## src/logic/conv1_pkg.sv

```systemverilog
`default_nettype none

package conv1_pkg;

    localparam int ADDR_W         = 16;
    localparam int WORD_W         = 32;
    localparam int PIX_W          = 8;
    localparam int PSUM_W         = 32;
    localparam int K              = 5;
    localparam int IMG_W          = 32;
    localparam int TILE_COLS      = WORD_W / PIX_W;
    localparam int OUT_W          = IMG_W - K + 1;
    localparam int N_OCH          = 6;
    localparam int ROW_WORDS      = IMG_W / TILE_COLS;
    localparam int OUT_ROW_WORDS  = OUT_W / TILE_COLS;
    localparam int CH_WORDS       = OUT_W * OUT_ROW_WORDS;
    localparam int W_CH_WORDS     = 2 * K;
    localparam int OUT_BASE       = 1024;
    localparam int TILE_ROWS      = K + 1;
    localparam int LAST_COL       = OUT_W - TILE_COLS;
    localparam int LAST_ROW_START = OUT_W - 2;
    localparam int QUANT_LSB      = 16;
    localparam int QUANT_MAX      = 127;

    typedef logic [ADDR_W-1:0] addr_t;

    typedef struct packed {
        logic [WORD_W-1:0] w1;
        logic [WORD_W-1:0] w0;
    } word_pair_t;

    // tap 0 in the low byte
    typedef logic [K*PIX_W-1:0] kernel_row_t;

    typedef struct packed {
        kernel_row_t bottom;
        kernel_row_t top;
    } kernel_pair_t;

    // [output row][output column]
    typedef logic signed [1:0][TILE_COLS-1:0][PSUM_W-1:0] psum_tile_t;

    typedef struct packed {
        logic  cen;
        addr_t addr0;
        addr_t addr1;
    } rd_req_t;

    typedef struct packed {
        logic              cen;
        addr_t             addr0;
        addr_t             addr1;
        logic              we0;
        logic              we1;
        logic [WORD_W-1:0] wdata0;
        logic [WORD_W-1:0] wdata1;
    } act_req_t;

    typedef enum logic [2:0] {
        IDLE,
        LOAD_W,
        COMP,
        WRITE,
        DONE
    } conv_state_t;

endpackage

`default_nettype wire

```

## src/logic/conv1_ctrl_fsm.sv

```systemverilog
`timescale 1ns/100ps
`default_nettype none

module conv1_ctrl_fsm (
    input  logic                  clk,
    input  logic                  rst_n,
    input  logic                  start,
    output logic                  finish,
    input  logic                  w_last,
    input  logic                  row_last,
    input  logic                  tile_last,
    input  logic                  ch_last,
    input  conv1_pkg::addr_t      w_rd_addr0,
    input  conv1_pkg::addr_t      w_rd_addr1,
    input  conv1_pkg::addr_t      act_rd_addr0,
    input  conv1_pkg::addr_t      act_rd_addr1,
    input  conv1_pkg::addr_t      out_addr0,
    input  conv1_pkg::addr_t      out_addr1,
    input  conv1_pkg::word_pair_t quant_out,
    output logic                  w_step,
    output logic                  row_step,
    output logic                  tile_step,
    output logic                  ch_step,
    output logic                  load_en,
    output logic                  acc_clear,
    output logic                  acc_en,
    output conv1_pkg::rd_req_t    weight_req,
    output conv1_pkg::act_req_t   act_req
);

    conv1_pkg::conv_state_t state;
    conv1_pkg::conv_state_t state_next;
    logic                   w_issue;
    logic                   act_issue;
    logic                   write_phase;
    // a read was issued last cycle, so its data is on rdata now
    logic                   w_rd_valid;
    logic                   act_rd_valid;

    assign w_issue     = (state == conv1_pkg::LOAD_W) && !w_last;
    assign act_issue   = (state == conv1_pkg::COMP) && !row_last;
    assign write_phase = (state == conv1_pkg::WRITE);

    always_ff @(posedge clk) begin
        if (!rst_n) begin
            state        <= conv1_pkg::IDLE;
            w_rd_valid   <= 1'b0;
            act_rd_valid <= 1'b0;
            finish       <= 1'b0;
        end else begin
            state        <= state_next;
            w_rd_valid   <= w_issue;
            act_rd_valid <= act_issue;
            finish       <= (state == conv1_pkg::DONE);
        end
    end

    always_comb begin
        state_next = state;
        w_step     = 1'b0;
        row_step   = 1'b0;
        tile_step  = 1'b0;
        ch_step    = 1'b0;
        case (state)
            conv1_pkg::IDLE: begin
                if (start) begin
                    state_next = conv1_pkg::LOAD_W;
                end
            end
            conv1_pkg::LOAD_W: begin
                w_step = 1'b1;
                if (w_last) begin
                    state_next = conv1_pkg::COMP;
                end
            end
            conv1_pkg::COMP: begin
                row_step = 1'b1;
                if (row_last) begin
                    state_next = conv1_pkg::WRITE;
                end
            end
            conv1_pkg::WRITE: begin
                tile_step = 1'b1;
                if (tile_last) begin
                    // channel done, move on or finish
                    ch_step    = 1'b1;
                    state_next = ch_last ? conv1_pkg::DONE : conv1_pkg::LOAD_W;
                end else begin
                    state_next = conv1_pkg::COMP;
                end
            end
            default: begin
                state_next = conv1_pkg::IDLE;
            end
        endcase
    end

    assign load_en   = w_rd_valid;
    assign acc_en    = act_rd_valid;
    // first COMP cycle of a tile, nothing read yet
    assign acc_clear = (state == conv1_pkg::COMP) && !act_rd_valid;

    always_comb begin
        weight_req.cen   = !w_issue;
        weight_req.addr0 = w_rd_addr0;
        weight_req.addr1 = w_rd_addr1;

        act_req.cen    = !(act_issue || write_phase);
        act_req.addr0  = write_phase ? out_addr0 : act_rd_addr0;
        act_req.addr1  = write_phase ? out_addr1 : act_rd_addr1;
        act_req.we0    = write_phase;
        act_req.we1    = write_phase;
        act_req.wdata0 = quant_out.w0;
        act_req.wdata1 = quant_out.w1;
    end

    finish_single_pulse: assert property (
        @(posedge clk) disable iff (!rst_n) finish |=> !finish
    ) else $error("finish high for more than one cycle");

    no_write_without_cen: assert property (
        @(posedge clk) disable iff (!rst_n) (act_req.we0 || act_req.we1) |-> !act_req.cen
    ) else $error("activation write enable while cen is high");

endmodule

`default_nettype wire

```

## config.mk

```make
export PLATFORM = sky130hd
export DESIGN_NAME = conv1_ctrl_fsm
export DESIGN_NICKNAME = d
export VERILOG_FILES = /design/src/logic/conv1_pkg.sv /design/src/logic/conv1_ctrl_fsm.sv
export SDC_FILE = /design/constraint.sdc
export NUM_CORES = 1
export LEC_CHECK = 0
export ABC_AREA = 1
export BUFFER_PORTS_ARGS = -buffer_cell sky130_fd_sc_hd__buf_2
export CAP_MARGIN = 20
export CORE_AREA = 3 3 118 120
export CTS_BUF_LIST = sky130_fd_sc_hd__clkbuf_8
export CTS_CLUSTER_SIZE = 20
export DETAILED_ROUTE_END_ITERATION = 8
export DIE_AREA = 0 0 121 123
export GPL_ROUTABILITY_DRIVEN = 0
export HOLD_SLACK_MARGIN = 0.02
export PLACE_DENSITY = 0.46
export RECOVER_POWER = 100
export SYNTH_ARGS = -nofsm -noshare
export SYNTH_HDL_FRONTEND = slang
export SYNTH_SLANG_ARGS = --single-unit
```

## constraint.sdc

```tcl
create_clock -name clk -period 1.2 [get_ports clk]
set_input_delay 0.24 -clock clk [delete_from_list [all_inputs] [get_ports clk]]
set_output_delay 0.24 -clock clk [all_outputs]
set_load 0.02 [all_outputs]
```

# Word-level counts from Yosys, hierarchy flattened
# Index checks and enable logic that the tools add are counted.
totals:
  reg_bits: 6
  in_bits: 167
  out_inout_bits: 140
  elab_cells: 35
op_classes:
  n_eq_ne: 7
  mux: 13
  reduce_logical: 11
ops:
  columns: ["op", "n"]
  rows:
  - ["16-bit two-way mux", 2]
  - ["3-bit two-way mux", 5]
  - ["3-bit case mux with 4 select lines", 1]
  - ["3-bit by 2-bit equality test with 1-bit output (second input constant)", 2]
  - ["2-bit inequality test (second input constant)", 3]
  - ["1-bit logical NOT", 5]
  - ["1-bit two-way mux", 5]
  - ["3-bit by 1-bit equality test with 1-bit output (second input constant)", 1]
  - ["3-bit equality test (second input constant)", 1]
  - ["1-bit logical AND", 3]
  - ["3-bit logical NOT", 1]
  - ["3-bit AND reduction", 1]
  - ["1-bit logical OR", 1]

# Logic depth before layout (Yosys ltp)
logic_depth:
  word_depth: 4
  mapped_depth: 7
  depth_no_buf: 7

# Worst setup path after synthesis
# OpenSTA, ideal clock, no wires.
synth_timing:
  path_type: "flip-flop to output port"
  from: "reg state[2]"
  to: "out acc_clear"
  t_arrival_ps: 1086
  t_required_ps: 960
  slack_ps: -126
  stages_incl_launch_ff: 5
  n_path_buf: 1
  path_cell_list: "dfxtp_1 buf_4 nor2_8 inv_1 nor3_1"
synth_via:
  elab_chain_len: 2
synth_lines:
  columns: ["item", "line_no", "source"]
  rows:
  - ["start: declaration", "conv1_ctrl_fsm.sv:31", "conv1_pkg::conv_state_t state;"]
  - ["start signal: assignment", "conv1_ctrl_fsm.sv:46", "state <= conv1_pkg::IDLE;"]
  - ["start signal: assignment", "conv1_ctrl_fsm.sv:51", "state <= state_next;"]
  - ["3-bit by 2-bit equality test with 1-bit output", "conv1_ctrl_fsm.sv:101", "assign acc_clear = (state == conv1_pkg::COMP) && !act_rd_valid;"]
  - ["1-bit logical AND", "conv1_ctrl_fsm.sv:101", null]
  - ["end: declaration", "conv1_ctrl_fsm.sv:25", "output logic acc_clear,"]
# Every way passes these cells.

==> results by group <==
STA
  – Final Setup Violations: 43
  – Clock Skew: 0.00615 ns
  – Final hold viol count: 0
  – Slew @ Worst Pin: 0.293 ns
  – Fmax: 660 MHz
  – Final Max Tran Viols: 0
  – Unrepaired setup endpoints after global routing: yes
  – Final WS setup: -0.316 ns
  – Slew margin rel.: 80.5%
  – Min Tclk post-route: 1.52 ns
  – Hold_ws: 0.285 ns
  – Fin crit share: 126%

Worst setup path
  – Crit path required time: 0.96 ns
  – Element type at the critical path end: output pin
  – Worst Path Arrival: 1.28 ns
  – Critical path class: flip-flop to output pin
  – Peak fanout along the critical path: 6
  – Critical Path Start Type: flip-flop
  – R2R setup slack: -0.10 ns

Route
  – Overall via count from detail_route: 1492
  – Drt first-iter violations: 34
  – Remaining antenna violation count after routing: 0
  – Wire length per cell: 12.4 um
  – Vias per cell: 3.26
  – Routed WL: 5.65 mm
  – Drt first pass iters: 4
  – Post-route DRC: 0

Pwr
  – Pleak: 0.00123 uW
  – Tot Pwr: 3250 uW
  – VDD IR max: 0.000624 V
  – Power density cells: 1390 nW/um^2

Placed design
  – Placement Setup Slack: -0.135 ns
  – Port Buffers: 114
  – HPWL after DPL: 3.97 mm
  – Dpl cell area: 1700 um^2
  – Placed Instances: 445

Logic synthesis
  – Sequential area share after synthesis: 8.18%
  – Mapped Area: 1470 um^2
  – Post-synth top area share: 51.2%
  – Simple-gate share of the synthesized area: 34.5%
  – Ys flop type: dfxtp_1
  – Post-synthesis mux area share: 0%
  – Commonest cells post-synth: 101 x nand2_1, 100 x buf_4, 12 x nor2_1
  – Flops & latches, synth: 6
  – Area leader, netlist: buf_4
  – Post-synth EDFFs: 0
  – Cells after Synth: 247
  – Synthesized-area fraction occupied by xor and xnor cells: 0%
  – Most numerous cell in the Yosys netlist: nand2_1
  – Avg Cell Area, Syn: 5.94 um^2
  – Synth Area in Compound Gates: 0.682%
  – Synth top area cells: buf_4 51%, nand2_1 26%, dfxtp_1 8.2%, nor2_1 3.1%, nand3_1 2.4%
  – Synth Area in Adders: 0%
  – Net Count, Synth: 414
  – Post-synthesis cell type count: 15
  – Fraction of registers with async set/reset: 0%
  – Synthesis Warnings: 0
  – Combinational family with the most area after synthesis: buffers and inverters

Floorplanning
  – Initial Util: 11.2%
  – Die Y: 123 um
  – Die area: 14900 um^2
  – Core area: 13100 um^2
  – Top Ports: 307
  – Row Count: 42
  – DIE WIDTH: 121 um

Cells and area
  – Area of the multi-input gates: 797 um^2
  – Reg area: 129 um^2
  – Final instance count without filler cells: 457
  – Fin nets: 450
  – Synth-to-layout area growth: 59.8%
  – # diodes: 0
  – Fraction of layout cells with a size suffix above 1: 77.6%
  – Final Cell Area: 2340 um^2
  – Fill count: 1468

Global route
  – Tot GR Track Use: 6.31%
  – First-pass GRT wire length: 7.27 mm
  – Largest net degree at the start of global routing: 18
  – Number of global-route vias before repair: 1392
  – Gr ovfl total: 0
  – Initial antenna violation count: 0

Run status
  – Failing checks: setup timing
  – Outcome: finished with violations

Worst hold path
  – HP Class: primary input to flip-flop

Clock network
  – Clock Path Buffers: 2
  – Worst-Skew Late Latency: 0.23 ns
  – CTS tree: built
  – Cts bufs inserted: 3
  – Clock transition at the registers of the reported paths: 0.04 ns
  – Post-CTS Hold Fix Bufs: 0
  – H-tree levels: 1
  – Clock sinks: 6
  – Clk Tree Root Cell: clkbuf_8

Job
  – Max cap viols: 0
## timing repair
action,in CTS,in global routing
gates resized for setup,90,67
pin swaps,5,10
setup buffers,5,4
cloned,1,2
endpoints found under the setup margin,42,43
## worst max-delay path, cell delays in order, from the launching register on
cell       delay (ns)
dfxtp_2          0.34
inv_4            0.05
nor2_8           0.11
nand2_8          0.08
clkinv_8         0.10
clkbuf_16        0.16
nand2_2          0.05
nand2_2          0.05
buf_6            0.11
## cells by family (layout without fill, tap and decap cells)
logic type             after synthesis  after routing
buffers and inverters              114            148
AND/OR/NAND/NOR                    125            125
AO/OA/AOI/OAI                        2              2
flip-flops                           6              6
## flip-flops by register name, summed over array words and instances, names as in the netlist
name and cells:
acc_en 1, load_en 1, finish 1, state 3
## cell usage in the layout (no fill, tap or decap), drive strengths merged
master	count
inv	7
buf	131
o21ai	2
nand2	102
nor4	1
nand3	7
nor3	2
clkbuf	9
dfxtp	6
nor2	13
clkinv	1
## cell type report
class,instances,area share [%]
repair buffers,137,47.3
flip-flops and latches,6,5.50
clock buffers,3,1.76
multi-input cells,127,34.0
well taps,176,9.39
inverters,8,2.03
## per-stage QoR
stage | utilization, % | TNS, ns
2_1_floorplan | - | -0.181
3_3_place_gp | 13.0 | -3.50
3_5_place_dp | 13.0 | -3.74
4_1_cts | 15.6 | -11.93
5_1_grt | 17.9 | -14.83
6_report | 17.9 | -11.78
## worst paths after layout
kind	to	cells after the start	startpoint
max	act_req[67]	8	state[1]
min reg2reg	state[2]	2	state[2]
max reg2reg	state[1]	8	state[0]
min	state[2]	3	ch_last
## routing by layer
metal	share of wire (%)	up-vias	GRT usage, %	wire length [um]
met5	0	-	0	0
met4	5.1	0	4.25	289
met3	13	36	3.43	751
met2	46	109	9.76	2630
met1	35	635	6.62	1980
li1	-	712	-	-
## report_power, final
| group | switching (uW) | internal (uW) |
|---|---|---|
| combinational | 1380 | 1280 |
| sequential | 38.7 | 245 |
| clock | 95.8 | 216 |
| total | 1520 | 1740 |
(Power assumes the default switching activity.)
