**config.mk**
```make
export PLATFORM = sky130hd
export DESIGN_NAME = conv1_scan_counter
export DESIGN_NICKNAME = d
export VERILOG_FILES = /design/src/logic/conv1_pkg.sv /design/src/logic/conv1_scan_counter.sv
export SDC_FILE = /design/constraint.sdc
export NUM_CORES = 1
export LEC_CHECK = 0
export BUFFER_PORTS_ARGS = -buffer_cell sky130_fd_sc_hd__buf_2
export CORE_UTILIZATION = 51
export DETAILED_ROUTE_END_ITERATION = 10
export PLACE_DENSITY = 0.83
export SLEW_MARGIN = 10
export SYNTH_ARGS = -nofsm -noshare
export SYNTH_HDL_FRONTEND = slang
export SYNTH_SLANG_ARGS = --single-unit
```
**constraint.sdc**
```tcl
create_clock -name clk -period 5.1 [get_ports clk]
set_clock_uncertainty 0.15 [all_clocks]
set_input_delay 0.51 -clock clk [delete_from_list [all_inputs] [get_ports clk]]
set_output_delay 0.51 -clock clk [all_outputs]
set_load 0.02 [all_outputs]
```
**src/logic/conv1_pkg.sv**
```systemverilog
`default_nettype none

package conv1_pkg;

    localparam int ADDR_W         = 16;
    localparam int WORD_W         = 32;
    localparam int PIX_W          = 8;
    localparam int PSUM_W         = 32;
    localparam int K              = 5;
    localparam int IMG_W          = 32;
    localparam int TILE_COLS      = WORD_W / PIX_W;
    localparam int OUT_W          = IMG_W - K + 1;
    localparam int N_OCH          = 6;
    localparam int ROW_WORDS      = IMG_W / TILE_COLS;
    localparam int OUT_ROW_WORDS  = OUT_W / TILE_COLS;
    localparam int CH_WORDS       = OUT_W * OUT_ROW_WORDS;
    localparam int W_CH_WORDS     = 2 * K;
    localparam int OUT_BASE       = 1024;
    localparam int TILE_ROWS      = K + 1;
    localparam int LAST_COL       = OUT_W - TILE_COLS;
    localparam int LAST_ROW_START = OUT_W - 2;
    localparam int QUANT_LSB      = 16;
    localparam int QUANT_MAX      = 127;

    typedef logic [ADDR_W-1:0] addr_t;

    typedef struct packed {
        logic [WORD_W-1:0] w1;
        logic [WORD_W-1:0] w0;
    } word_pair_t;

    // tap 0 in the low byte
    typedef logic [K*PIX_W-1:0] kernel_row_t;

    typedef struct packed {
        kernel_row_t bottom;
        kernel_row_t top;
    } kernel_pair_t;

    // [output row][output column]
    typedef logic signed [1:0][TILE_COLS-1:0][PSUM_W-1:0] psum_tile_t;

    typedef struct packed {
        logic  cen;
        addr_t addr0;
        addr_t addr1;
    } rd_req_t;

    typedef struct packed {
        logic              cen;
        addr_t             addr0;
        addr_t             addr1;
        logic              we0;
        logic              we1;
        logic [WORD_W-1:0] wdata0;
        logic [WORD_W-1:0] wdata1;
    } act_req_t;

    typedef enum logic [2:0] {
        IDLE,
        LOAD_W,
        COMP,
        WRITE,
        DONE
    } conv_state_t;

endpackage

`default_nettype wire

```
**src/logic/conv1_scan_counter.sv**
```systemverilog
`timescale 1ns/100ps
`default_nettype none

module conv1_scan_counter (
    input  logic             clk,
    input  logic             rst_n,
    input  logic             w_step,
    input  logic             row_step,
    input  logic             tile_step,
    input  logic             ch_step,
    input  conv1_pkg::addr_t weight_offset,
    input  conv1_pkg::addr_t act_offset,
    output logic             w_last,
    output logic             row_last,
    output logic             tile_last,
    output logic             ch_last,
    output conv1_pkg::addr_t w_rd_addr0,
    output conv1_pkg::addr_t w_rd_addr1,
    output conv1_pkg::addr_t act_rd_addr0,
    output conv1_pkg::addr_t act_rd_addr1,
    output conv1_pkg::addr_t out_addr0,
    output conv1_pkg::addr_t out_addr1,
    output logic [2:0]       w_fill_row,
    output logic [2:0]       calc_row
);

    logic [2:0]       w_cnt;
    logic [2:0]       row_cnt;
    logic [4:0]       col;
    logic [4:0]       row_start;
    logic [2:0]       och;
    conv1_pkg::addr_t in_row;

    assign w_last    = (w_cnt == 3'(conv1_pkg::K));
    assign row_last  = (row_cnt == 3'(conv1_pkg::TILE_ROWS));
    assign tile_last = (col == 5'(conv1_pkg::LAST_COL)) &&
                       (row_start == 5'(conv1_pkg::LAST_ROW_START));
    assign ch_last   = (och == 3'(conv1_pkg::N_OCH - 1));

    always_ff @(posedge clk) begin
        if (!rst_n) begin
            w_cnt      <= '0;
            row_cnt    <= '0;
            col        <= '0;
            row_start  <= '0;
            och        <= '0;
            w_fill_row <= '0;
            calc_row   <= '0;
        end else begin
            if (w_step) begin
                w_cnt <= w_last ? 3'd0 : w_cnt + 3'd1;
            end
            if (row_step) begin
                row_cnt <= row_last ? 3'd0 : row_cnt + 3'd1;
            end
            // columns first, then down two rows
            if (tile_step) begin
                if (col == 5'(conv1_pkg::LAST_COL)) begin
                    col       <= '0;
                    row_start <= tile_last ? 5'd0 : row_start + 5'd2;
                end else begin
                    col <= col + 5'(conv1_pkg::TILE_COLS);
                end
            end
            if (ch_step) begin
                och <= ch_last ? 3'd0 : och + 3'd1;
            end
            // row whose read data shows up next cycle
            w_fill_row <= w_cnt;
            calc_row   <= row_cnt;
        end
    end

    // kernel row r of channel c, 2 words per row
    assign w_rd_addr0 = weight_offset
                      + conv1_pkg::addr_t'(och * conv1_pkg::W_CH_WORDS)
                      + conv1_pkg::addr_t'(2 * w_cnt);
    assign w_rd_addr1 = w_rd_addr0 + conv1_pkg::addr_t'(1);

    assign in_row = conv1_pkg::addr_t'(row_start) + conv1_pkg::addr_t'(row_cnt);

    assign act_rd_addr0 = act_offset
                        + conv1_pkg::addr_t'(in_row * conv1_pkg::ROW_WORDS)
                        + conv1_pkg::addr_t'(col[4:2]);
    assign act_rd_addr1 = act_rd_addr0 + conv1_pkg::addr_t'(1);

    // output row pair, one word of four columns each
    assign out_addr0 = conv1_pkg::addr_t'(conv1_pkg::OUT_BASE)
                     + conv1_pkg::addr_t'(och * conv1_pkg::CH_WORDS)
                     + conv1_pkg::addr_t'(row_start * conv1_pkg::OUT_ROW_WORDS)
                     + conv1_pkg::addr_t'(col[4:2]);
    assign out_addr1 = out_addr0 + conv1_pkg::addr_t'(conv1_pkg::OUT_ROW_WORDS);

    row_cnt_in_range: assert property (
        @(posedge clk) disable iff (!rst_n) row_cnt <= 3'(conv1_pkg::TILE_ROWS)
    ) else $error("tile row count out of range: %0d", row_cnt);

endmodule

`default_nettype wire

```
; Yosys cells after proc, flatten, opt, wreduce, memory -nomap -nowiden
; Cells that the tools add are included.
[totals]
reg_bits = 25
ramBits = 0
latchBits = 0
rom_bits = 0
word_cells = 38
memories = 0
[classes]
add_sub_neg = 16
shift = 0
bitwise = 0
order_cmp = 0
mux = 5
div_mod_pow = 0
reduce_logical = 2
mul = 3
eq_ne = 5
[op_table]
columns = operator, count
row1 = "16-bit by 1-bit adder with 16-bit output, second input constant", 2
row2 = 16-bit by 3-bit adder with 16-bit output, 1
row3 = 16-bit by 4-bit adder with 16-bit output, 1
row4 = 16-bit by 7-bit adder with 16-bit output, 1
row5 = 16-bit by 9-bit adder with 16-bit output, 1
row6 = "14-bit by 3-bit adder with 15-bit output, second input constant", 1
row7 = 13-bit by 3-bit adder with 14-bit output, 1
row8 = 12-bit by 8-bit adder with 13-bit output, 1
row9 = "11-bit by 11-bit adder with 12-bit output, first input constant", 1
row10 = "5-bit == test, second input constant", 2
row11 = 5-bit 2-to-1 mux, 2
row12 = "3-bit by 1-bit adder with 3-bit output, second input constant", 3
row13 = "3-bit == test, second input constant", 3
row14 = "3-bit by 6-bit multiplier with 9-bit output, second input constant", 1
row15 = 3-bit 2-to-1 mux, 3
row16 = "5-bit by 3-bit multiplier with 8-bit output, second input constant", 1
row17 = 5-bit by 3-bit adder with 6-bit output, 1
row18 = "3-bit by 3-bit multiplier with 6-bit output, second input constant", 1
row19 = "5-bit by 2-bit adder with 5-bit output, second input constant", 1
row20 = "5-bit by 3-bit adder with 5-bit output, second input constant", 1
row21 = 2-bit AND reduction, 1
row22 = 1-bit logical AND, 1

; Logic depth before layout (Yosys ltp)
; Gate-level depths: netlist of run 1.
[depth]
word_depth = 5
depth_mapped = 14
depth_no_buf = 14

; Worst setup path after synthesis of run 1
; OpenSTA, ideal clock, no wires.
[synth_timing]
path_type = reg2out
from = register row_start[3]
to = output out_addr1[10]
required_ns = 4.440
path_buffers = 0
t_arrival_ns = 4.277
path_slack_ns = 0.163
stages_incl_launch_ff = 14
path_cell_list = dfxtp_1 -> inv_1 -> fa_1 -> inv_1 -> fa_1 -> ha_1 -> ha_1 -> a21o_1 -> a21oi_1 -> o21ai_0 -> a211o_1 -> a221oi_1 -> nand3_1 -> xnor2_1
[synth_between]
elab_chain_cells = 4
[synth_lines]
columns = item, line_no
row1 = from (decl), conv1_scan_counter.sv:30  ; logic [4:0] row_start;
row2 = from (signal assigned), conv1_scan_counter.sv:60  ; row_start <= tile_last ? 5'd0 : row_start + 5'd2;
row3 = 5-bit by 3-bit multiplier with 8-bit output, conv1_scan_counter.sv:90  ; + conv1_pkg::addr_t'(row_start * conv1_pkg::OUT_ROW_WORDS)
row4 = 12-bit by 8-bit adder with 13-bit output, conv1_scan_counter.sv:90
row5 = 13-bit by 3-bit adder with 14-bit output, conv1_scan_counter.sv:91  ; + conv1_pkg::addr_t'(col[4:2]);
row6 = net out_addr0[9], conv1_scan_counter.sv:21  ; output conv1_pkg::addr_t out_addr0,
row7 = 14-bit by 3-bit adder with 15-bit output, conv1_scan_counter.sv:92  ; assign out_addr1 = out_addr0 + conv1_pkg::addr_t'(conv1_pkg::OUT_ROW_WORDS);
row8 = to (decl), conv1_scan_counter.sv:22  ; output conv1_pkg::addr_t out_addr1,
; The timed path passes the listed nets, and every way through them passes these cells.

; Final worst setup path of run 1
[layout_timing]
from = register row_start[1]
to = output out_addr1[10]
[layout_between]
elab_chain_cells = 4
[layout_lines]
columns = item, line_no
row1 = 5-bit by 3-bit multiplier with 8-bit output, conv1_scan_counter.sv:90
row2 = 12-bit by 8-bit adder with 13-bit output, conv1_scan_counter.sv:90
row3 = 13-bit by 3-bit adder with 14-bit output, conv1_scan_counter.sv:91
row4 = 14-bit by 3-bit adder with 15-bit output, conv1_scan_counter.sv:92
; Every way passes these cells.

==> impl_results.md, run 1 <==
- Final HPWL from detailed placement: 7.55 mm
- DR vias: 3,705
- Worst Hold Class: in2reg
- M3 GR Usage: 0.0386
- Slew margin rel.: 0.593
- Bufs on Longest Clock Path: 2
- Synthesized instance count: 465
- Worst Tran Pin Value: 611 ps
- Met2 usage in global routing: 0.431
- Sequential cell area fraction in the yosys report: 0.118
- Starting Density: 0.538
- Antenna violations before repair: 0
- Post-synth EDFFs: 0
- Flop and latch count out of synthesis: 22
- Unrepaired setup endpoints after global routing: no
- Std cell rows: 30
- Final Max Slew Viols: 0
- Most frequent cells in the layout: 135 x buf_2, 56 x ha_1, 42 x xnor2_1, 41 x inv_1, 37 x nand2_1
- DRC violations left: 0
- Setup-failing EPs final: 0
- Worst Setup End Kind: output port
- Std-Cell Core Area: 6940 um2
- Largest net degree at the start of global routing: 22
- Placed cell count: 689
- Ys async rst share: 0
- Most common cell after layout, fill and taps aside: buf_2
- GRT Util Overall: 0.227
- Crit path required time: 4440 ps
- Synth top area share: 0.188
- Layout Area Growth over Synthesis: 21.8%
- Final hold viol count: 0
- CP Max Fanout: 7
- CTS clk-pin slew, worst paths: 80 ps
- Synth area leaders: ha_1 19%, dfxtp_1 12%, xnor2_1 9.9%
- Clock root buffer: clkbuf_8
- Syn Area/Cell: 8.03 um2
- Share of layout cells above drive strength 1: 0.256
- WL final: 8.83 mm
- Design Power: 879 uW
- R2R Setup Slk: 3340 ps
- WS Path Type: reg2out
- Setup Buffers After CTS: 0
- Die width: 87.6 um
- Hold_sp: tile_step
- Count of input and output buffers: 135
- Worst Hold Path EP: col[3]
- Area post-placement: 4470 um2
- Fin area: 4550 um2
- Die height: 87.6 um
- Gr busiest metal: met2
- Setup TNS Final: 0 ps
- Placer Congestion: 0.855
- Static Leak: 0.00240 uW
- Die ar.: 7670 um2
- Yosys cell types: 57
- DRT iter0 DRCs: 128
- RR Startpoint: row_start[2]
- Mean routed wirelength per cell: 12.7 um
- Sink Count: 22
- Global route overflow: 0
- Yosys warnings: 0
- Top_reg_cell synth: dfxtp_1
- Leading area contributor after synthesis: ha_1
- Final worst path period share: 0.946
- Startpoint types: register
- ANT cells: 0
- Crit Reg-Reg Endpoint: row_start[2]
- CP arrival: 4160 ps
- VDD IR-drop max: 0.166 mV
- Max Cap Violations: 0
- FMAX: 207 MHz
- Total CTS buffers: 3
- CTS tree: done
- Fin nets: 705
- Clk_lat worst skew: 260 ps
- Final cell count without fillers: 693
- Routed Antenna Nets: 0
- Met1 usage: 0.268
- Tmin final: 4820 ps
- Reg2reg path depth: 6
- Via-to-Cell Ratio: 5.35
- DRT Pass-1 Iters: 4
- Synth Cell Area: 3730 um2
- I/O Pins: 144
- PwrDens: 193 nW/um2
- First-pass GRT wire length: 14.4 mm
- Number of H-tree levels: 1
- Hold path depth: 2
- Outcome: completed
- Number of global-route vias before repair: 3,450
[routing by layer]
layer / routed length [um] / vias to the layer above
li1: - / 1878
met1: 3830 / 1690
met2: 4450 / 126
met3: 481 / 11
met4: 74 / 0
met5: 0 / -
[worst max path at each step]
stage	depth (start not counted)	startpoint	endpoint	slack, ps
5_1_grt	13	och[0]	w_rd_addr1[11]	20
2_1_floorplan	13	row_start[3]	out_addr1[10]	160
6_report	14	row_start[1]	out_addr1[10]	280
4_1_cts	14	row_start[3]	out_addr1[9]	90
3_5_place_dp	14	row_start[3]	out_addr1[10]	300
3_3_place_gp	14	row_start[3]	out_addr1[10]	540
[area by class of cell]
type	instances	area (um2)
multi-input cells	395	3090
fillers	609	2400
repair buffers	135	676
flip-flops and latches	22	442
inverters	41	154
well taps	96	120
clock buffers	3	41.3
clock inverters	1	30.0
[report_power, final]
part / internal (uW) / switching [uW] / total, uW
sequential: 180 / 13.9 / 194
combinational: 191 / 333 / 524
clock: 105 / 56.6 / 161
total: 475 / 404 / 879
[what timing repair did]
action,in CTS,in global routing
endpoints found under the setup margin,1,4
resized for setup,1,2
hold buffers,0,0
pin swaps,0,0
[registers in the layout (all words and copies together), names as in the netlist]
register and flops:
row_start 4, calc_row 3, col 3, och 3, row_cnt 3, w_cnt 3
w_fill_row 3
[worst max-delay path, cell delays in order (launching register included)]
cell and delay (ps):
dfxtp_1 470, inv_1 130, fa_1 550, inv_1 50, fa_1 470, ha_1 330
ha_1 210, a21o_1 150, a21oi_1 250, o21ai_0 170, a211o_1 300, a221oi_2 360
nand3_1 140, xnor2_1 150, buf_2 180
[synthesized netlist by cell type (all sizes together) (2+ instances only)]
cell type,instances
or3,2
and3b,2
buf,10
and3,8
o21a,10
inv,41
nor3,14
xnor2,43
dfxtp,22
ha,56
and2,16
nand2,38
clkbuf,6
mux2i,2
a211o,3
or2,2
a22oi,3
o221ai,2
o31ai,2
o211ai,4
nand3,18
a211oi,5
a21o,6
xor2,22
nand3b,2
nand4b,4
nor2,27
o21ai,17
nor4,4
nor3b,3
a31oi,2
and4b,2
a21oi,20
o31a,3
nand4,5
nor2b,9
fa,13
a221oi,2
o21bai,2
o2bb2ai,2
and4,2
[logic make-up after synthesis]
group / synth area share
compound gates: 0.164
buf+inv: 0.0674
fa+ha+maj: 0.257
flops: 0.118
simple gates: 0.232
other cells: 0.00100
mux: 0.00536
xor+xnor: 0.154
[per-stage QoR]
step	worst slack, ps	util	hold slack (ps)
after floorplan	163	-	340
after global placement	536	0.643	369
after detailed placement	297	0.643	375
after CTS	91.3	0.654	375
after global routing	19.4	0.655	380
final	277	0.655	375
(Power assumes the default switching activity.)
==> inputs of run 2 (changes only) <==
Clock period 5.1 ns to 5.3 ns, I/O delays scaled along.
==> impl_results.md, run 2 (same netlist as run 1, synthesis figures left out) <==
- Mean routed wirelength per cell: 12.8 um
- ANT cells: 0
- CTS tree: done
- CP Max Fanout: 5
- Most frequent cells in the layout: 135 x buf_2, 56 x ha_1, 42 x xnor2_1, 41 x inv_1, 37 x nand2_1
- Std-Cell Core Area: 6940 um2
- Critical-path top delay cell: fa_1
- Design Power: 849 uW
- Setup TNS Final: 0 ps
- I/O Pins: 144
- DRT iter0 DRCs: 113
- Outcome: completed
- Slowest cell delay on critical path: 560 ps
- Placer Congestion: 0.855
- Hold_ws: 397 ps
- DP Worst Slack: 510 ps
- Number of H-tree levels: 1
- Wl on met1: 3.92 mm
- R2R Setup Slk: 3530 ps
- Hold path depth: 2
- DRT Pass-1 Iters: 4
- Setup Buffers After CTS: 0
- PwrDens: 187 nW/um2
- Antenna violations before repair: 0
- Die height: 87.6 um
- CP arrival: 4160 ps
- Startpoint types: register
- Share of layout cells above drive strength 1: 0.255
- Number of global-route vias before repair: 3,479
- Static Leak: 0.00240 uW
- RR Startpoint: row_start[2]
- Final hold viol count: 0
- Worst Tran Pin Value: 587 ps
- Most common cell after layout, fill and taps aside: buf_2
- Largest Register: row_start
- Final worst path period share: 0.914
- WL final: 8.87 mm
- Routed wl met3: 406 um
- DRC violations left: 0
- Worst Hold Class: reg2reg
- Total CTS buffers: 3
- Worst Setup End Kind: output port
- Routed Antenna Nets: 0
- Worst setup margin: 456 ps
- FMAX: 206 MHz
- CTS clk-pin slew, worst paths: 80 ps
- Final Max Slew Viols: 0
- Setup-failing EPs final: 0
- Core Util, Final: 0.654
- Global route overflow: 0
- Std cell rows: 30
- Unrepaired setup endpoints after global routing: no
- Worst Hold Path EP: row_start[2]
- Max layer used: met4
- Crit path required time: 4620 ps
- Sink Count: 22
- Slew margin rel.: 0.608
- Fin nets: 705
- Largest net degree at the start of global routing: 22
- Hold_sp: row_start[2]
- CP Cell Sequence: inv_1 > fa_1 > inv_1 > fa_1 > ha_1 > ha_1 > nor2b_1 > o21a_1 > o21a_1 > o31a_1 > a21oi_1 > nand3_1 > xnor2_1 > buf_2
- Final HPWL from detailed placement: 7.44 mm
- WL met2: 4.49 mm
- Via-to-Cell Ratio: 5.32
- VDD IR-drop max: 0.176 mV
- Clk_lat worst skew: 260 ps
- Starting Density: 0.538
- Count of input and output buffers: 135
- Reg2reg path depth: 6
- Tmin final: 4840 ps
- Max FFs per register: 4
- Crit Reg-Reg Endpoint: row_start[3]
- Bufs on Longest Clock Path: 2
- First-pass GRT wire length: 14.6 mm
- DR vias: 3,685
- Die ar.: 7670 um2
- Max Cap Violations: 0
- Layout Area Growth over Synthesis: 21.7%
- WS Path Type: reg2out
- GRT Util Overall: 0.231
- Clock root buffer: clkbuf_8
- Die width: 87.6 um
==> run 2: report_power, final <==
part           switching [uW]  internal, uW
clock network            56.2           101
registers                13.5           173
logic                     322           183
total                     391           457
==> run 2: worst max path at each step <==
stage          slack, ps  cells after the start       endpoint         start
2_1_floorplan        340                     13  out_addr1[10]  row_start[3]
5_1_grt              130                     14   out_addr1[9]  row_start[2]
3_3_place_gp         720                     14  out_addr1[10]  row_start[3]
3_5_place_dp         510                     14  out_addr1[10]  row_start[3]
4_1_cts              190                     14  out_addr1[10]  row_start[3]
6_report             460                     14   out_addr1[9]  row_start[2]
==> run 2: final cells by class <==
type / instances / area [um2]
Clock inverter: 1 / 30.0
Tap cell: 96 / 120
Fill cell: 597 / 2400
Inverter: 41 / 154
Multi-Input combinational cell: 395 / 3080
Sequential cell: 22 / 442
Clock buffer: 3 / 41.3
Timing Repair Buffer: 135 / 676
==> run 2: through the flow <==
step	std cells	cell area [um2]
final	693	4540
after global routing	693	4540
after CTS	693	4540
after detailed placement	689	4470
after global placement	689	4470
after floorplan	474	3770
==> run 2: timing repair <==
action | 4_1_cts | 5_1_grt
resized for setup | 0 | 2
hold buffers | 0 | 0
endpoints found under the setup margin | 0 | 2
==> run 2: critical path, delay by kind of cell, from the launching register on <==
kind / cells / cell delay [ps]
DFF: 1 / 430
adders and majority gates: 4 / 1640
xor gates and xnor gates: 1 / 160
buffers and inverters: 3 / 410
and+or+nand+nor: 2 / 330
AOI/OAI and AO/OA: 4 / 930
==> run 2: per-layer routing <==
layer / vias to the layer above / global-route usage
met5: - / 0
met4: 0 / 0.0358
met3: 8 / 0.0339
met2: 114 / 0.433
met1: 1691 / 0.282
li1: 1872 / -
