## src/logic/conv1_pkg.sv

```systemverilog
`default_nettype none

package conv1_pkg;

    localparam int ADDR_W         = 16;
    localparam int WORD_W         = 32;
    localparam int PIX_W          = 8;
    localparam int PSUM_W         = 32;
    localparam int K              = 5;
    localparam int IMG_W          = 32;
    localparam int TILE_COLS      = WORD_W / PIX_W;
    localparam int OUT_W          = IMG_W - K + 1;
    localparam int N_OCH          = 6;
    localparam int ROW_WORDS      = IMG_W / TILE_COLS;
    localparam int OUT_ROW_WORDS  = OUT_W / TILE_COLS;
    localparam int CH_WORDS       = OUT_W * OUT_ROW_WORDS;
    localparam int W_CH_WORDS     = 2 * K;
    localparam int OUT_BASE       = 1024;
    localparam int TILE_ROWS      = K + 1;
    localparam int LAST_COL       = OUT_W - TILE_COLS;
    localparam int LAST_ROW_START = OUT_W - 2;
    localparam int QUANT_LSB      = 16;
    localparam int QUANT_MAX      = 127;

    typedef logic [ADDR_W-1:0] addr_t;

    typedef struct packed {
        logic [WORD_W-1:0] w1;
        logic [WORD_W-1:0] w0;
    } word_pair_t;

    // tap 0 in the low byte
    typedef logic [K*PIX_W-1:0] kernel_row_t;

    typedef struct packed {
        kernel_row_t bottom;
        kernel_row_t top;
    } kernel_pair_t;

    // [output row][output column]
    typedef logic signed [1:0][TILE_COLS-1:0][PSUM_W-1:0] psum_tile_t;

    typedef struct packed {
        logic  cen;
        addr_t addr0;
        addr_t addr1;
    } rd_req_t;

    typedef struct packed {
        logic              cen;
        addr_t             addr0;
        addr_t             addr1;
        logic              we0;
        logic              we1;
        logic [WORD_W-1:0] wdata0;
        logic [WORD_W-1:0] wdata1;
    } act_req_t;

    typedef enum logic [2:0] {
        IDLE,
        LOAD_W,
        COMP,
        WRITE,
        DONE
    } conv_state_t;

endpackage

`default_nettype wire

```

## src/logic/kernel_buffer.sv

```systemverilog
`timescale 1ns/100ps
`default_nettype none

module kernel_buffer (
    input  logic                    clk,
    input  logic                    rst_n,
    input  logic                    load_en,
    input  logic [2:0]              w_fill_row,
    input  conv1_pkg::word_pair_t   weight_rdata,
    input  logic [2:0]              calc_row,
    output conv1_pkg::kernel_pair_t kernel
);

    conv1_pkg::kernel_row_t rows [0:conv1_pkg::K-1];

    always_ff @(posedge clk) begin
        if (!rst_n) begin
            for (int r = 0; r < conv1_pkg::K; r++) begin
                rows[r] <= '0;
            end
        end else if (load_en && (w_fill_row < 3'(conv1_pkg::K))) begin
            // bytes 0-3 from w0, byte 4 from low byte of w1
            rows[w_fill_row] <= weight_rdata[conv1_pkg::K*conv1_pkg::PIX_W-1:0];
        end
    end

    // input row r hits output row 0 with kernel row r, output row 1 with r-1
    always_comb begin
        kernel.top    = '0;
        kernel.bottom = '0;
        if (calc_row < 3'(conv1_pkg::K)) begin
            kernel.top = rows[calc_row];
        end
        if ((calc_row >= 3'd1) && (calc_row <= 3'(conv1_pkg::K))) begin
            kernel.bottom = rows[calc_row - 3'd1];
        end
    end

endmodule

`default_nettype wire

```

## config.mk

```make
export PLATFORM = sky130hd
export DESIGN_NAME = kernel_buffer
export DESIGN_NICKNAME = d
export VERILOG_FILES = /design/src/logic/conv1_pkg.sv /design/src/logic/kernel_buffer.sv
export SDC_FILE = /design/constraint.sdc
export NUM_CORES = 1
export LEC_CHECK = 0
export BUFFER_PORTS_ARGS = -buffer_cell sky130_fd_sc_hd__buf_2
export CAP_MARGIN = 20
export CORE_MARGIN = 3
export CORE_UTILIZATION = 25
export CTS_BUF_LIST = sky130_fd_sc_hd__clkbuf_4 sky130_fd_sc_hd__clkbuf_8
export DETAILED_ROUTE_END_ITERATION = 12
export SYNTH_ARGS = -nofsm -noshare
export SYNTH_HDL_FRONTEND = slang
export SYNTH_SLANG_ARGS = --single-unit
```

## constraint.sdc

```tcl
create_clock -name clk -period 4.4 [get_ports clk]
set_clock_uncertainty 0.15 [all_clocks]
set_input_delay 0.22 -clock clk [delete_from_list [all_inputs] [get_ports clk]]
set_output_delay 0.22 -clock clk [all_outputs]
set_load 0.03 [all_outputs]
```

## After elaboration in Yosys (flattened, before gate mapping)

Memory sizes are Yosys's and may differ from the RTL's.
Cells that the tools add are included.

| operators by class | value |
|---|---|
| add/subtract/negate cells | 1 |
| $lt $le $gt $ge | 4 |
| mux-type cells | 9 |
| reduce and logical (&&, ||, !) cells | 3 |

Operator list:

| cell | count |
|---|---|
| 40-bit two-way mux | 3 |
| 40-bit OR reduction | 1 |
| 3-bit < comparator, second input constant | 2 |
| 1-bit two-way mux | 5 |
| 3-bit by 1-bit greater-or-equal comparator with 1-bit output, second input constant | 1 |
| 3-bit <= comparator, second input constant | 1 |
| 3-bit two-way mux | 1 |
| 3-bit by 1-bit subtractor with 3-bit output, second input constant | 1 |
| 1-bit logical AND | 2 |

| storage, ports and cells | value |
|---|---|
| bits in registers | 0 |
| RAM bits | 200 |
| input bits | 73 |
| output and inout bits | 80 |
| logic and storage cells | 18 |
| memories | 1 |

Memories:

| name | words | bits a word | read ports | clocked after memory_dff | wr ports | RTL line | source |
|---|---|---|---|---|---|---|---|
| rows | 5 | 40 | 2 | 0 | 5 | kernel_buffer.sv:14 | `conv1_pkg::kernel_row_t rows [0:conv1_pkg::K-1];` |

## Logic depth before layout (Yosys ltp)

Gate-level depths: netlist of run 1.

| depth | value |
|---|---|
| depth in word-level cells | 7 |
| gate-level depth with buffers | 10 |
| depth with buffers taken out | 5 |

## Worst setup path before layout of run 1

Ideal clock, no wire load.

| timing | value |
|---|---|
| kind | input-to-reg |
| start point | input port w_fill_row[1] |
| end point | memory rows[1][0] (netlist name), enable pin |
| library setup time | 493 ps |
| data arrival time | 3329 ps |
| required time | 3757 ps |
| slack | 428 ps |
| cell stages on the path | 2 |
| buffers on the path | 0 |
| cell sequence | nand3b_1 -> o21ai_0 |

RTL lines:

| item | RTL line | source |
|---|---|---|
| from (decl) | kernel_buffer.sv:8 | `input logic [2:0] w_fill_row,` |
| to (decl) | kernel_buffer.sv:14 |  |

==> metrics.md, run 1 <==
| Metric | Value |
|---|---|
| Leakage power | `approximately 0.0069 uW` |
| Final setup vio count | `0` |
| Clock Power Share | `0.359` |
| Setup_tns | `0 ns` |
| I/O Buffers | `roughly 130` |
| Clk slew on worst S/H paths | `about 0.06 ns` |
| Met1 usage | `0.176` |
| Core box area | `slightly below 60000 um2` |
| RSZ-0062 raised after global routing | `false` |
| Post-detailed-route count of antenna-violating nets | `0` |
| CTS tree | `done` |
| Initial Util | `0.255` |
| Top Usage Layer GRT | `met2` |
| Register area share after synthesis | `0.631` |
| CP Cell Sequence | `buf_2, buf_4, nand2b_2, buf_4, o22ai_1, buf_2` |
| Post-Syn Area | `15200 um2` |
| Dpl ws | `about 1.3 ns` |
| Comb pwr share | `0.142` |
| Die area | `63900 um2` |
| Syn Area/Cell | `about 17 um2` |
| Non-Filler Cell Area, Final | `roughly 19000 um2` |
| Total track usage | `0.131` |
| Grt met2 use | `0.216` |
| # clock sinks | `320` |
| Layout area overhead | `22.0%` |
| Largest net degree at the start of global routing | `68` |
| # H-tree levels | `2` |
| # placed instances | `about 1900` |
| FF+latch count, synth | `320` |
| Site row count | `89` |
| Pwr Density | `395 nW/um2` |
| Root Driver | `clkbuf_8` |
| WP buf/inv | `4` |
| Drt drc | `0` |
| Sequential share of power | `0.498` |
| CP Depth | `6` |
| Sw Share | `0.260` |
| Slew HR | `0.234` |
| CTS resizes | `0` |
| Critical Path Source Type | `primary input` |
| # IOs | `around 150` |
| Finished Layout Cells | `roughly 2000` |
| Maximum vdd drop | `0.246 mV` |
| Setup ws final | `between 1 and 1.5 ns` |
| Cell-internal power | `~5400 uW` |
| Crit-path leading delay family | `buffers and inverters` |
| TritonCTS Buffers | `54` |
| Die Wd | `253 um` |
| Worst Path Max Fanout | `31` |
| Slowest stage delay, CP | `roughly 0.96 ns` |
| FMAX | `around 330 MHz` |
| First-pass GRT wire length | `about 62000 um` |
| CP endpoint | `kernel[32]` |
| Status | `finished, final reports clean` |
| Final Wtd Congestion | `between 0.6 and 0.7` |
| GRT overflow | `0` |
| Routed wire length | `between 40000 and 50000 um` |
| WP data arrival | `~2.7 ns` |
| Top post-synthesis cells by area | `edfxtp_1 63%, and2_1 8.2%, mux4_2 7.1%` |
| Max Cap Violations | `0` |
| Net Sw Power | `1910 uW` |
| Largest regs | `rows: 320 flops` |
| Routed length per instance | `21.0 um` |
| CTS Buffer Depth | `3` |
| Placement Cell Area | `17100 um2` |
| Hold Path Class | `primary input to flip-flop` |
| Post-DP HPWL | `approximately 24000 um` |
| Minimum clock period | `roughly 3.1 ns` |
| First-pass iteration count of the detailed router | `5` |
| Starting DRC count in detailed routing | `610` |
| Final Hold Violating Endpoints | `0` |
| Period utilization | `0.699` |
| Met3 GRT Util | `0.0266` |
| Kind of end point of the critical path | `output pin` |
| WS Path Type | `primary input to output pin` |
| Via density | `approximately 4.6` |
| Post-synth EDFFs | `320` |
| Count leader, synth | `edfxtp_1` |
| Vias in the first global route | `around 9800` |
| Top_reg_cell synth | `edfxtp_1` |
| CP max-delay cell | `nand2b_2` |
| Worst Tran Pin Value | `about 1.1 ns` |
| Cell count after synthesis | `around 900` |
| Fraction of registers with async set/reset | `0` |
| Most flop-heavy register | `rows` |
| Die extent in y | `between 200 and 300 um` |
| Crit path required time | `4.03 ns` |
| Routed vias | `slightly above 9000` |
| Number of flip-flops in the largest register | `320` |
| Critical Path Source | `calc_row[2]` |
| Ys Warns | `0` |
| Synth area leader | `edfxtp_1` |
| Distinct cells, synth | `36` |
| Synth cell count leaders | `320 x edfxtp_1, 200 x and2_1, 48 x mux4_2` |
| Total Nets Final | `~1300` |
| Max-slew violation count | `0` |
| Antenna violations before repair | `3` |
| Yosys top cell area share | `0.631` |
| Share of cells above drive strength 1 | `0.270` |
final cells by class:
type,count,area (um2)
clock buffers,70,863
fillers,5965,41100
clock inverters,23,178
multi-input cells,627,5700
repair buffers,192,1250
diodes,1,2.50
inverters,3,11.3
flip-flops and latches,320,9610
well taps,773,967
cells by family after synthesis:
kind of cell / share of synthesized area
compound gates: 0.0631
simple gates: 0.0921
buf+inv: 0.0306
mux: 0.182
other cells: 0.000246
fa+ha+maj: 0.00164
flops: 0.631
power by group through the flow:
stage | clock, uW | sequential (uW) | combinational, uW
after global placement | 0 | 3700 | 1020
final | 2640 | 3660 | 1050
after global routing | 2860 | 3680 | 1120
after detailed placement | 0 | 3720 | 1030
after floorplan | 0 | 3690 | 700
after CTS | 2730 | 3660 | 1060
how the worst min path moves through the flow:
stage	endpoint	slack (ns)	depth (start not counted)	start
finish	rows[7][12]$_DFFE_PP_	0.25	2	weight_rdata[12]
global route	rows[7][28]$_DFFE_PP_	0.22	2	weight_rdata[28]
CTS	rows[5][12]$_DFFE_PP_	0.18	2	weight_rdata[12]
detailed placement	rows[7][23]$_DFFE_PP_	0.34	1	weight_rdata[23]
global placement	rows[7][26]$_DFFE_PP_	0.33	1	weight_rdata[26]
floorplan	rows[5][0]$_DFFE_PP_	0.17	0	weight_rdata[0]
placed cells by master, fill, tap and decap left out, types with 3 or more instances in the layout:
master / instances
nor3_4: 3
and2_1: 200
buf_4: 22
clkinv_2: 3
clkbuf_8: 55
o22ai_1: 38
clkinv_1: 15
mux4_1: 33
a22oi_1: 38
buf_2: 127
mux2_2: 38
a22o_1: 40
nand2b_1: 4
conb_1: 120
mux2i_1: 39
dlygate4sd3_1: 40
bufinv_16: 3
clkbuf_4: 16
nand2b_4: 3
mux4_2: 48
edfxtp_1: 320
per-layer routing:
layer	vias to the layer above	wire, um	share of wire
li1	4095	-	-
met1	4705	19100	0.45
met2	272	19900	0.47
met3	71	2270	0.054
met4	2	839	0.020
met5	-	7	0.00017
stage by stage:
| step | total power, uW | hold slack (ns) | util |
|---|---|---|---|
| 6_report | 7340 | 0.250 | 0.311 |
| 5_1_grt | 7660 | 0.220 | 0.311 |
| 4_1_cts | 7450 | 0.184 | 0.311 |
| 3_5_place_dp | 4750 | 0.339 | 0.287 |
| 3_3_place_gp | 4720 | 0.326 | 0.287 |
| 2_1_floorplan | 4390 | 0.169 | - |
what timing repair did:
action	4_1_cts	5_1_grt
buffers inserted	0	0
endpoints found under the hold margin	320	0
hold buffers	40	0
(Power assumes the default switching activity.)
==> run 2: changes to the inputs <==
==> constraint.sdc (replaced) <==
create_clock -name clk -period 3.2 [get_ports clk]
set_clock_uncertainty 0.15 [all_clocks]
set_input_delay 0.16 -clock clk [delete_from_list [all_inputs] [get_ports clk]]
set_output_delay 0.16 -clock clk [all_outputs]
set_load 0.03 [all_outputs]
==> run 2 against run 1 <==
  * Worst setup slack got worse by 0.55 ns
  * Worst hold slack worse by 0.11 ns
  * Clock-buffer cell count up 4
  * Clock power grew 33%
  * First-iteration DRC count grew 3.6%
  * Final cell count up 0.80%
  * Wire length down 0.69%
  * Design area rose by 0.71%
  * Critical endpoint is now kernel[40]
  * Largest cell class unchanged
==> metrics.md, run 2 (synthesis results as in run 1) <==
| Metric | Value |
|---|---|
| Status | `finished, final reports clean` |
| Vias in the first global route | `between 9000 and 10000` |
| Most frequent CP cell | `buf_4` |
| First-pass iteration count of the detailed router | `5` |
| Root Driver | `clkbuf_8` |
| Initial Util | `0.255` |
| # clock sinks | `320` |
| Share of cells above drive strength 1 | `0.279` |
| Largest net degree at the start of global routing | `47` |
| Die extent in y | `253 um` |
| Final setup vio count | `0` |
| WS Path Type | `primary input to output pin` |
| I/O Buffers | `128` |
| Pwr Density | `roughly 530 nW/um2` |
| Final Wtd Congestion | `between 0.6 and 0.7` |
| # H-tree levels | `2` |
| Maximum vdd drop | `0.311 mV` |
| Total track usage | `0.131` |
| CTS tree | `done` |
| Final Hold Violating Endpoints | `0` |
| Total Nets Final | `1283` |
| Hold Crit Depth | `3` |
| WP data arrival | `2.12 ns` |
| Finished Layout Cells | `2025` |
| Largest regs | `rows: 320 flops` |
| First-pass GRT wire length | `~62000 um` |
| Post-DP HPWL | `~25000 um` |
| Worst Path Max Fanout | `28` |
| Crit path required time | `between 2 and 3 ns` |
| Slowest stage delay, CP | `0.51 ns` |
| # IOs | `153` |
| CP Cell Sequence | `clkbuf_8, buf_4, nor3_4, o22ai_4, buf_4, a22o_1, buf_2` |
| Worst Tran Pin Value | `0.792 ns` |
| Hold Path Class | `primary input to flip-flop` |
| Routed length per instance | `between 20 and 25 um` |
| Total power | `9980 uW` |
| Number of flip-flops in the largest register | `320` |
| Die Wd | `between 200 and 300 um` |
| Minimum clock period | `around 2.4 ns` |
| Post-detailed-route count of antenna-violating nets | `0` |
| Setup_tns | `0 ns` |
| Hold endpoint | `rows[1][29]$_SDFFCE_PN0P_` |
| Antenna violations before repair | `4` |
| TritonCTS Buffers | `55` |
| Core box area | `59700 um2` |
| Leakage power | `approximately 0.007 uW` |
| CTS Buffer Depth | `3` |
| Most flop-heavy register | `rows` |
| GRT overflow | `0` |
| FMAX | `around 410 MHz` |
| Commonest non-fill, non-tap cell in the layout | `edfxtp_1` |
| Routed wire length | `41800 um` |
| CP max-delay cell | `buf_4` |
| Max Cap Violations | `0` |
| Crit-path leading delay family | `buffers and inverters` |
| RSZ-0062 raised after global routing | `false` |
| Routed vias | `9105` |
| Hold Slack | `0.141 ns` |
| Drt drc | `0` |
| Die area | `between 60000 and 70000 um2` |
| Via density | `roughly 4.5` |
| # placed instances | `1884` |
| Starting DRC count in detailed routing | `632` |
| Max-slew violation count | `0` |
| WP buf/inv | `4` |
| Layout area overhead | `22.9%` |
| Period utilization | `0.759` |
| Kind of end point of the critical path | `output pin` |
| Commonest non-fill, non-tap cells in the layout | `320 x edfxtp_1, 200 x and2_1, 126 x buf_2, 120 x conb_1, 56 x clkbuf_8` |
| Slew HR | `0.472` |
| Worst Hold Launch | `rst_n` |
| Critical Path Source Type | `primary input` |
| Clk slew on worst S/H paths | `~0.06 ns` |
| Site row count | `roughly 90` |
-- run 2: cell count changes in the layout (fill, tap and decap cells not counted), moves of 2 or more --
cell | before | now
clkbuf_4 | 16 | 19
buf_4 | 22 | 25
clkinv_2 | 3 | 7
buf_12 | 2 | 9
bufinv_16 | 3 | 0
clkinvlp_4 | 1 | 3
-- run 2: metal layers --
metal / wire, um / GRT usage
met1: 18300 / 0.169
met2: 20500 / 0.224
met3: 2370 / 0.0283
met4: 680 / 0.0338
met5: 23 / 0
-- run 2: tightest hold or removal path, cell delays in order --
cell,delay (ns)
buf_2,0.19
o21ai_4,0.09
buf_4,0.28
-- run 2: what timing repair did --
item | 4_1_cts | 5_1_grt
hold endpoints to repair | 320 | 0
buffers inserted | 0 | 0
hold buffers | 40 | 0
gates resized for setup | 0 | 0
setup endpoints to repair | 0 | 0
-- run 2: worst max path at each step --
stage	start	end	cells past startpoint
after global placement	calc_row[0]	kernel[40]	7
after global routing	calc_row[0]	kernel[40]	7
after floorplan	w_fill_row[1]	rows[1][0]$_SDFFCE_PN0P_	2
after CTS	calc_row[0]	kernel[40]	7
after detailed placement	calc_row[0]	kernel[40]	7
final	calc_row[0]	kernel[40]	7
-- run 2: power by group --
part           leakage, uW  total, uW  internal (uW)  switching [uW]
Clock             0.000534       3500           1820            1680
Combinational      0.00338       1460            578             878
Sequential         0.00309       5030           4920             105
-- run 2: per-stage QoR --
| stage | worst slack, ns | area [um2] | utilization |
|---|---|---|---|
| after floorplan | 0.371 | 15700 | - |
| after global routing | 0.639 | 18700 | 0.314 |
| after global placement | 0.735 | 17300 | 0.290 |
| final | 0.771 | 18700 | 0.314 |
| after CTS | 0.736 | 18700 | 0.314 |
| after detailed placement | 0.738 | 17300 | 0.290 |
-- run 2: cell type report --
class / instances / area [um2]
clock buffer: 74 / 900
antenna: 2 / 5.00
inverter: 3 / 11.3
tap: 773 / 967
clock inverter: 25 / 114
timing repair buffer: 201 / 1410
fill: 5974 / 41000
sequential: 320 / 9610
multi-input combinational: 627 / 5700
==> run 3: changes to the inputs <==
==> constraint.sdc (replaced) <==
create_clock -name clk -period 2.3 [get_ports clk]
set_clock_uncertainty 0.15 [all_clocks]
set_input_delay 0.115 -clock clk [delete_from_list [all_inputs] [get_ports clk]]
set_output_delay 0.115 -clock clk [all_outputs]
set_load 0.03 [all_outputs]
==> run 3 against run 2 <==
  * Via count grew 0.42%
  * Final cell count grew 0.44%
  * Critical endpoint is now kernel[69]
  * Sequential share of layout area shrank 1.2 points
  * Worst hold slack lost 0.053 ns
  * Total power grew 43%
  * Worst setup slack lost 0.70 ns
  * Critical path type is now flip-flop to output pin
  * Combinational power grew 52%
  * Design area grew 2.4%
  * Global-route usage shrank 0.074 points
  * Critical path depth shrank 4
==> metrics.md, run 3 (synthesis results as in run 1) <==
| Metric | Value |
|---|---|
| Root Driver | `clkbuf_8` |
| # clock sinks | `320` |
| TritonCTS Buffers | `54` |
| Site row count | `89` |
| Final setup vio count | `0` |
| Clk slew on worst S/H paths | `roughly 0.060 ns` |
| Pwr Density | `about 740 nW/um2` |
| Layout area overhead | `25.9%` |
| Share of cells above drive strength 1 | `0.312` |
| Maximum vdd drop | `~0.38 mV` |
| Post-detailed-route count of antenna-violating nets | `0` |
| Initial Util | `0.255` |
| Vias in the first global route | `9784` |
| Total track usage | `0.131` |
| Starting DRC count in detailed routing | `approximately 600` |
| Worst Path Max Fanout | `2` |
| Die Wd | `about 250 um` |
| CP Depth | `3` |
| Hold Slack | `0.0878 ns` |
| Post-layout util | `0.321` |
| Max Cap Violations | `0` |
| Non-Filler Cell Area, Final | `roughly 19000 um2` |
| Critical Path Source | `rows[4][29]$_SDFFCE_PN0P_` |
| Placement Cell Area | `roughly 17000 um2` |
| Max-slew violation count | `0` |
| Routed wire length | `~42000 um` |
| WS Path Type | `flip-flop to output pin` |
| Kind of end point of the critical path | `output pin` |
| First-pass iteration count of the detailed router | `7` |
| Critical Path Source Type | `flip-flop` |
| Final Wtd Congestion | `0.710` |
| Total Nets Final | `roughly 1300` |
| CTS tree | `done` |
| Die area | `between 60000 and 70000 um2` |
| Via density | `around 4.5` |
| Fillcell total | `between 5000 and 6000` |
| Routed vias | `a little over 9000` |
| I/O Buffers | `~130` |
| Hold Crit Depth | `4` |
| Setup_tns | `0 ns` |
| CTS Buffer Depth | `3` |
| Leakage power | `0.00713 uW` |
| Largest regs | `rows: 320 flops` |
| GRT overflow | `0` |
| CP Cell Sequence | `mux4_2, a22o_4, buf_6` |
| Drt drc | `0` |
| Status | `finished, final reports clean` |
| CP endpoint | `kernel[69]` |
| Most flop-heavy register | `rows` |
| Antenna violations before repair | `5` |
| WP buf/inv | `1` |
| FMAX | `roughly 450 MHz` |
| CP max-delay cell | `mux4_2` |
| Number of flip-flops in the largest register | `320` |
| Crit-path leading delay family | `multiplexers` |
| # H-tree levels | `2` |
| # IOs | `around 150` |
| Routed length per instance | `between 20 and 25 um` |
| Worst Tran Pin Value | `0.687 ns` |
| Minimum clock period | `~2.2 ns` |
| Post-DP HPWL | `~25000 um` |
| Crit path required time | `about 2.0 ns` |
| Largest net degree at the start of global routing | `52` |
| RSZ-0062 raised after global routing | `true` |
| Commonest non-fill, non-tap cell in the layout | `edfxtp_1` |
| Commonest non-fill, non-tap cells in the layout | `320 x edfxtp_1, 200 x and2_1, 120 x conb_1, 101 x buf_2, 64 x mux4_2` |
| Final Hold Violating Endpoints | `0` |
| Core box area | `about 60000 um2` |
| Slew HR | `0.542` |
| Period utilization | `0.969` |
| Die extent in y | `253 um` |
| Slowest stage delay, CP | `roughly 0.52 ns` |
| WP data arrival | `~2 ns` |
| Hold Path Class | `primary input to flip-flop` |
| First-pass GRT wire length | `between 60000 and 70000 um` |
==> run 3: cell count changes in the layout (fill, tap and decap cells not counted), moves of 12 or more <==
cell,delta
mux4_2,+16
buf_2,-25
mux4_1,-16
buf_6,+18
buf_12,+12
a22o_1,-14
==> run 3: worst min path at each step <==
stage                                      endpoint             start  slack (ns)
after detailed placement      rows[5][19]$_DFFE_PP_  weight_rdata[19]        0.23
after global routing      rows[0][21]$_SDFFCE_PN0P_     w_fill_row[2]        0.05
after floorplan                rows[5][0]$_DFFE_PP_   weight_rdata[0]        0.06
final                     rows[2][21]$_SDFFCE_PN0P_     w_fill_row[2]        0.09
after global placement        rows[6][12]$_DFFE_PP_  weight_rdata[12]        0.22
after CTS                 rows[0][37]$_SDFFCE_PN0P_     w_fill_row[2]        0.03
==> run 3: layout make-up <==
type / count / area (um2) / area share
flip-flops and latches: 320 / 9610 / 0.501
multi-input cells: 627 / 5750 / 0.300
repair buffers: 210 / 1760 / 0.0919
well taps: 773 / 967 / 0.0504
clock buffers: 74 / 900 / 0.0469
clock inverters: 22 / 166 / 0.00868
diodes: 5 / 12.5 / 0.000652
inverters: 3 / 11.3 / 0.000587
==> run 3: tightest hold or removal path, cell delays in order <==
cell and delay [ns]:
buf_2 0.16, nor3_4 0.06, nand2b_4 0.14, buf_12 0.18
==> run 3: per-layer routing <==
layer | part of all wire | GRT usage | vias up
met2 | 0.48 | 0.222 | 252
met3 | 0.057 | 0.0295 | 60
met1 | 0.45 | 0.167 | 4713
li1 | - | - | 4118
met5 | 0 | 0 | -
met4 | 0.019 | 0.0367 | 0
==> run 3: metrics by stage <==
step                setup slack, ns  total power [uW]  cells
floorplan                   -0.0297              8410   1023
global placement              0.154              9130   1887
detailed placement            0.153              9180   1887
CTS                       0.0000115             14400   2029
global route                -0.0386             14900   2031
finish                       0.0703             14300   2034
==> run 3: report_power, final <==
group          internal, uW  switching (uW)  leakage, uW
Combinational           944            1280      0.00348
Clock                  2760            2280     0.000557
Sequential             6850             154      0.00309
==> run 3: repair_timing <==
item / CTS / global route
endpoints found under the setup margin: 13 / 23
setup buffers: 5 / 0
endpoints found under the hold margin: 352 / 0
pin swaps: 11 / 10
hold buffers: 41 / 0
resized for setup: 25 / 59
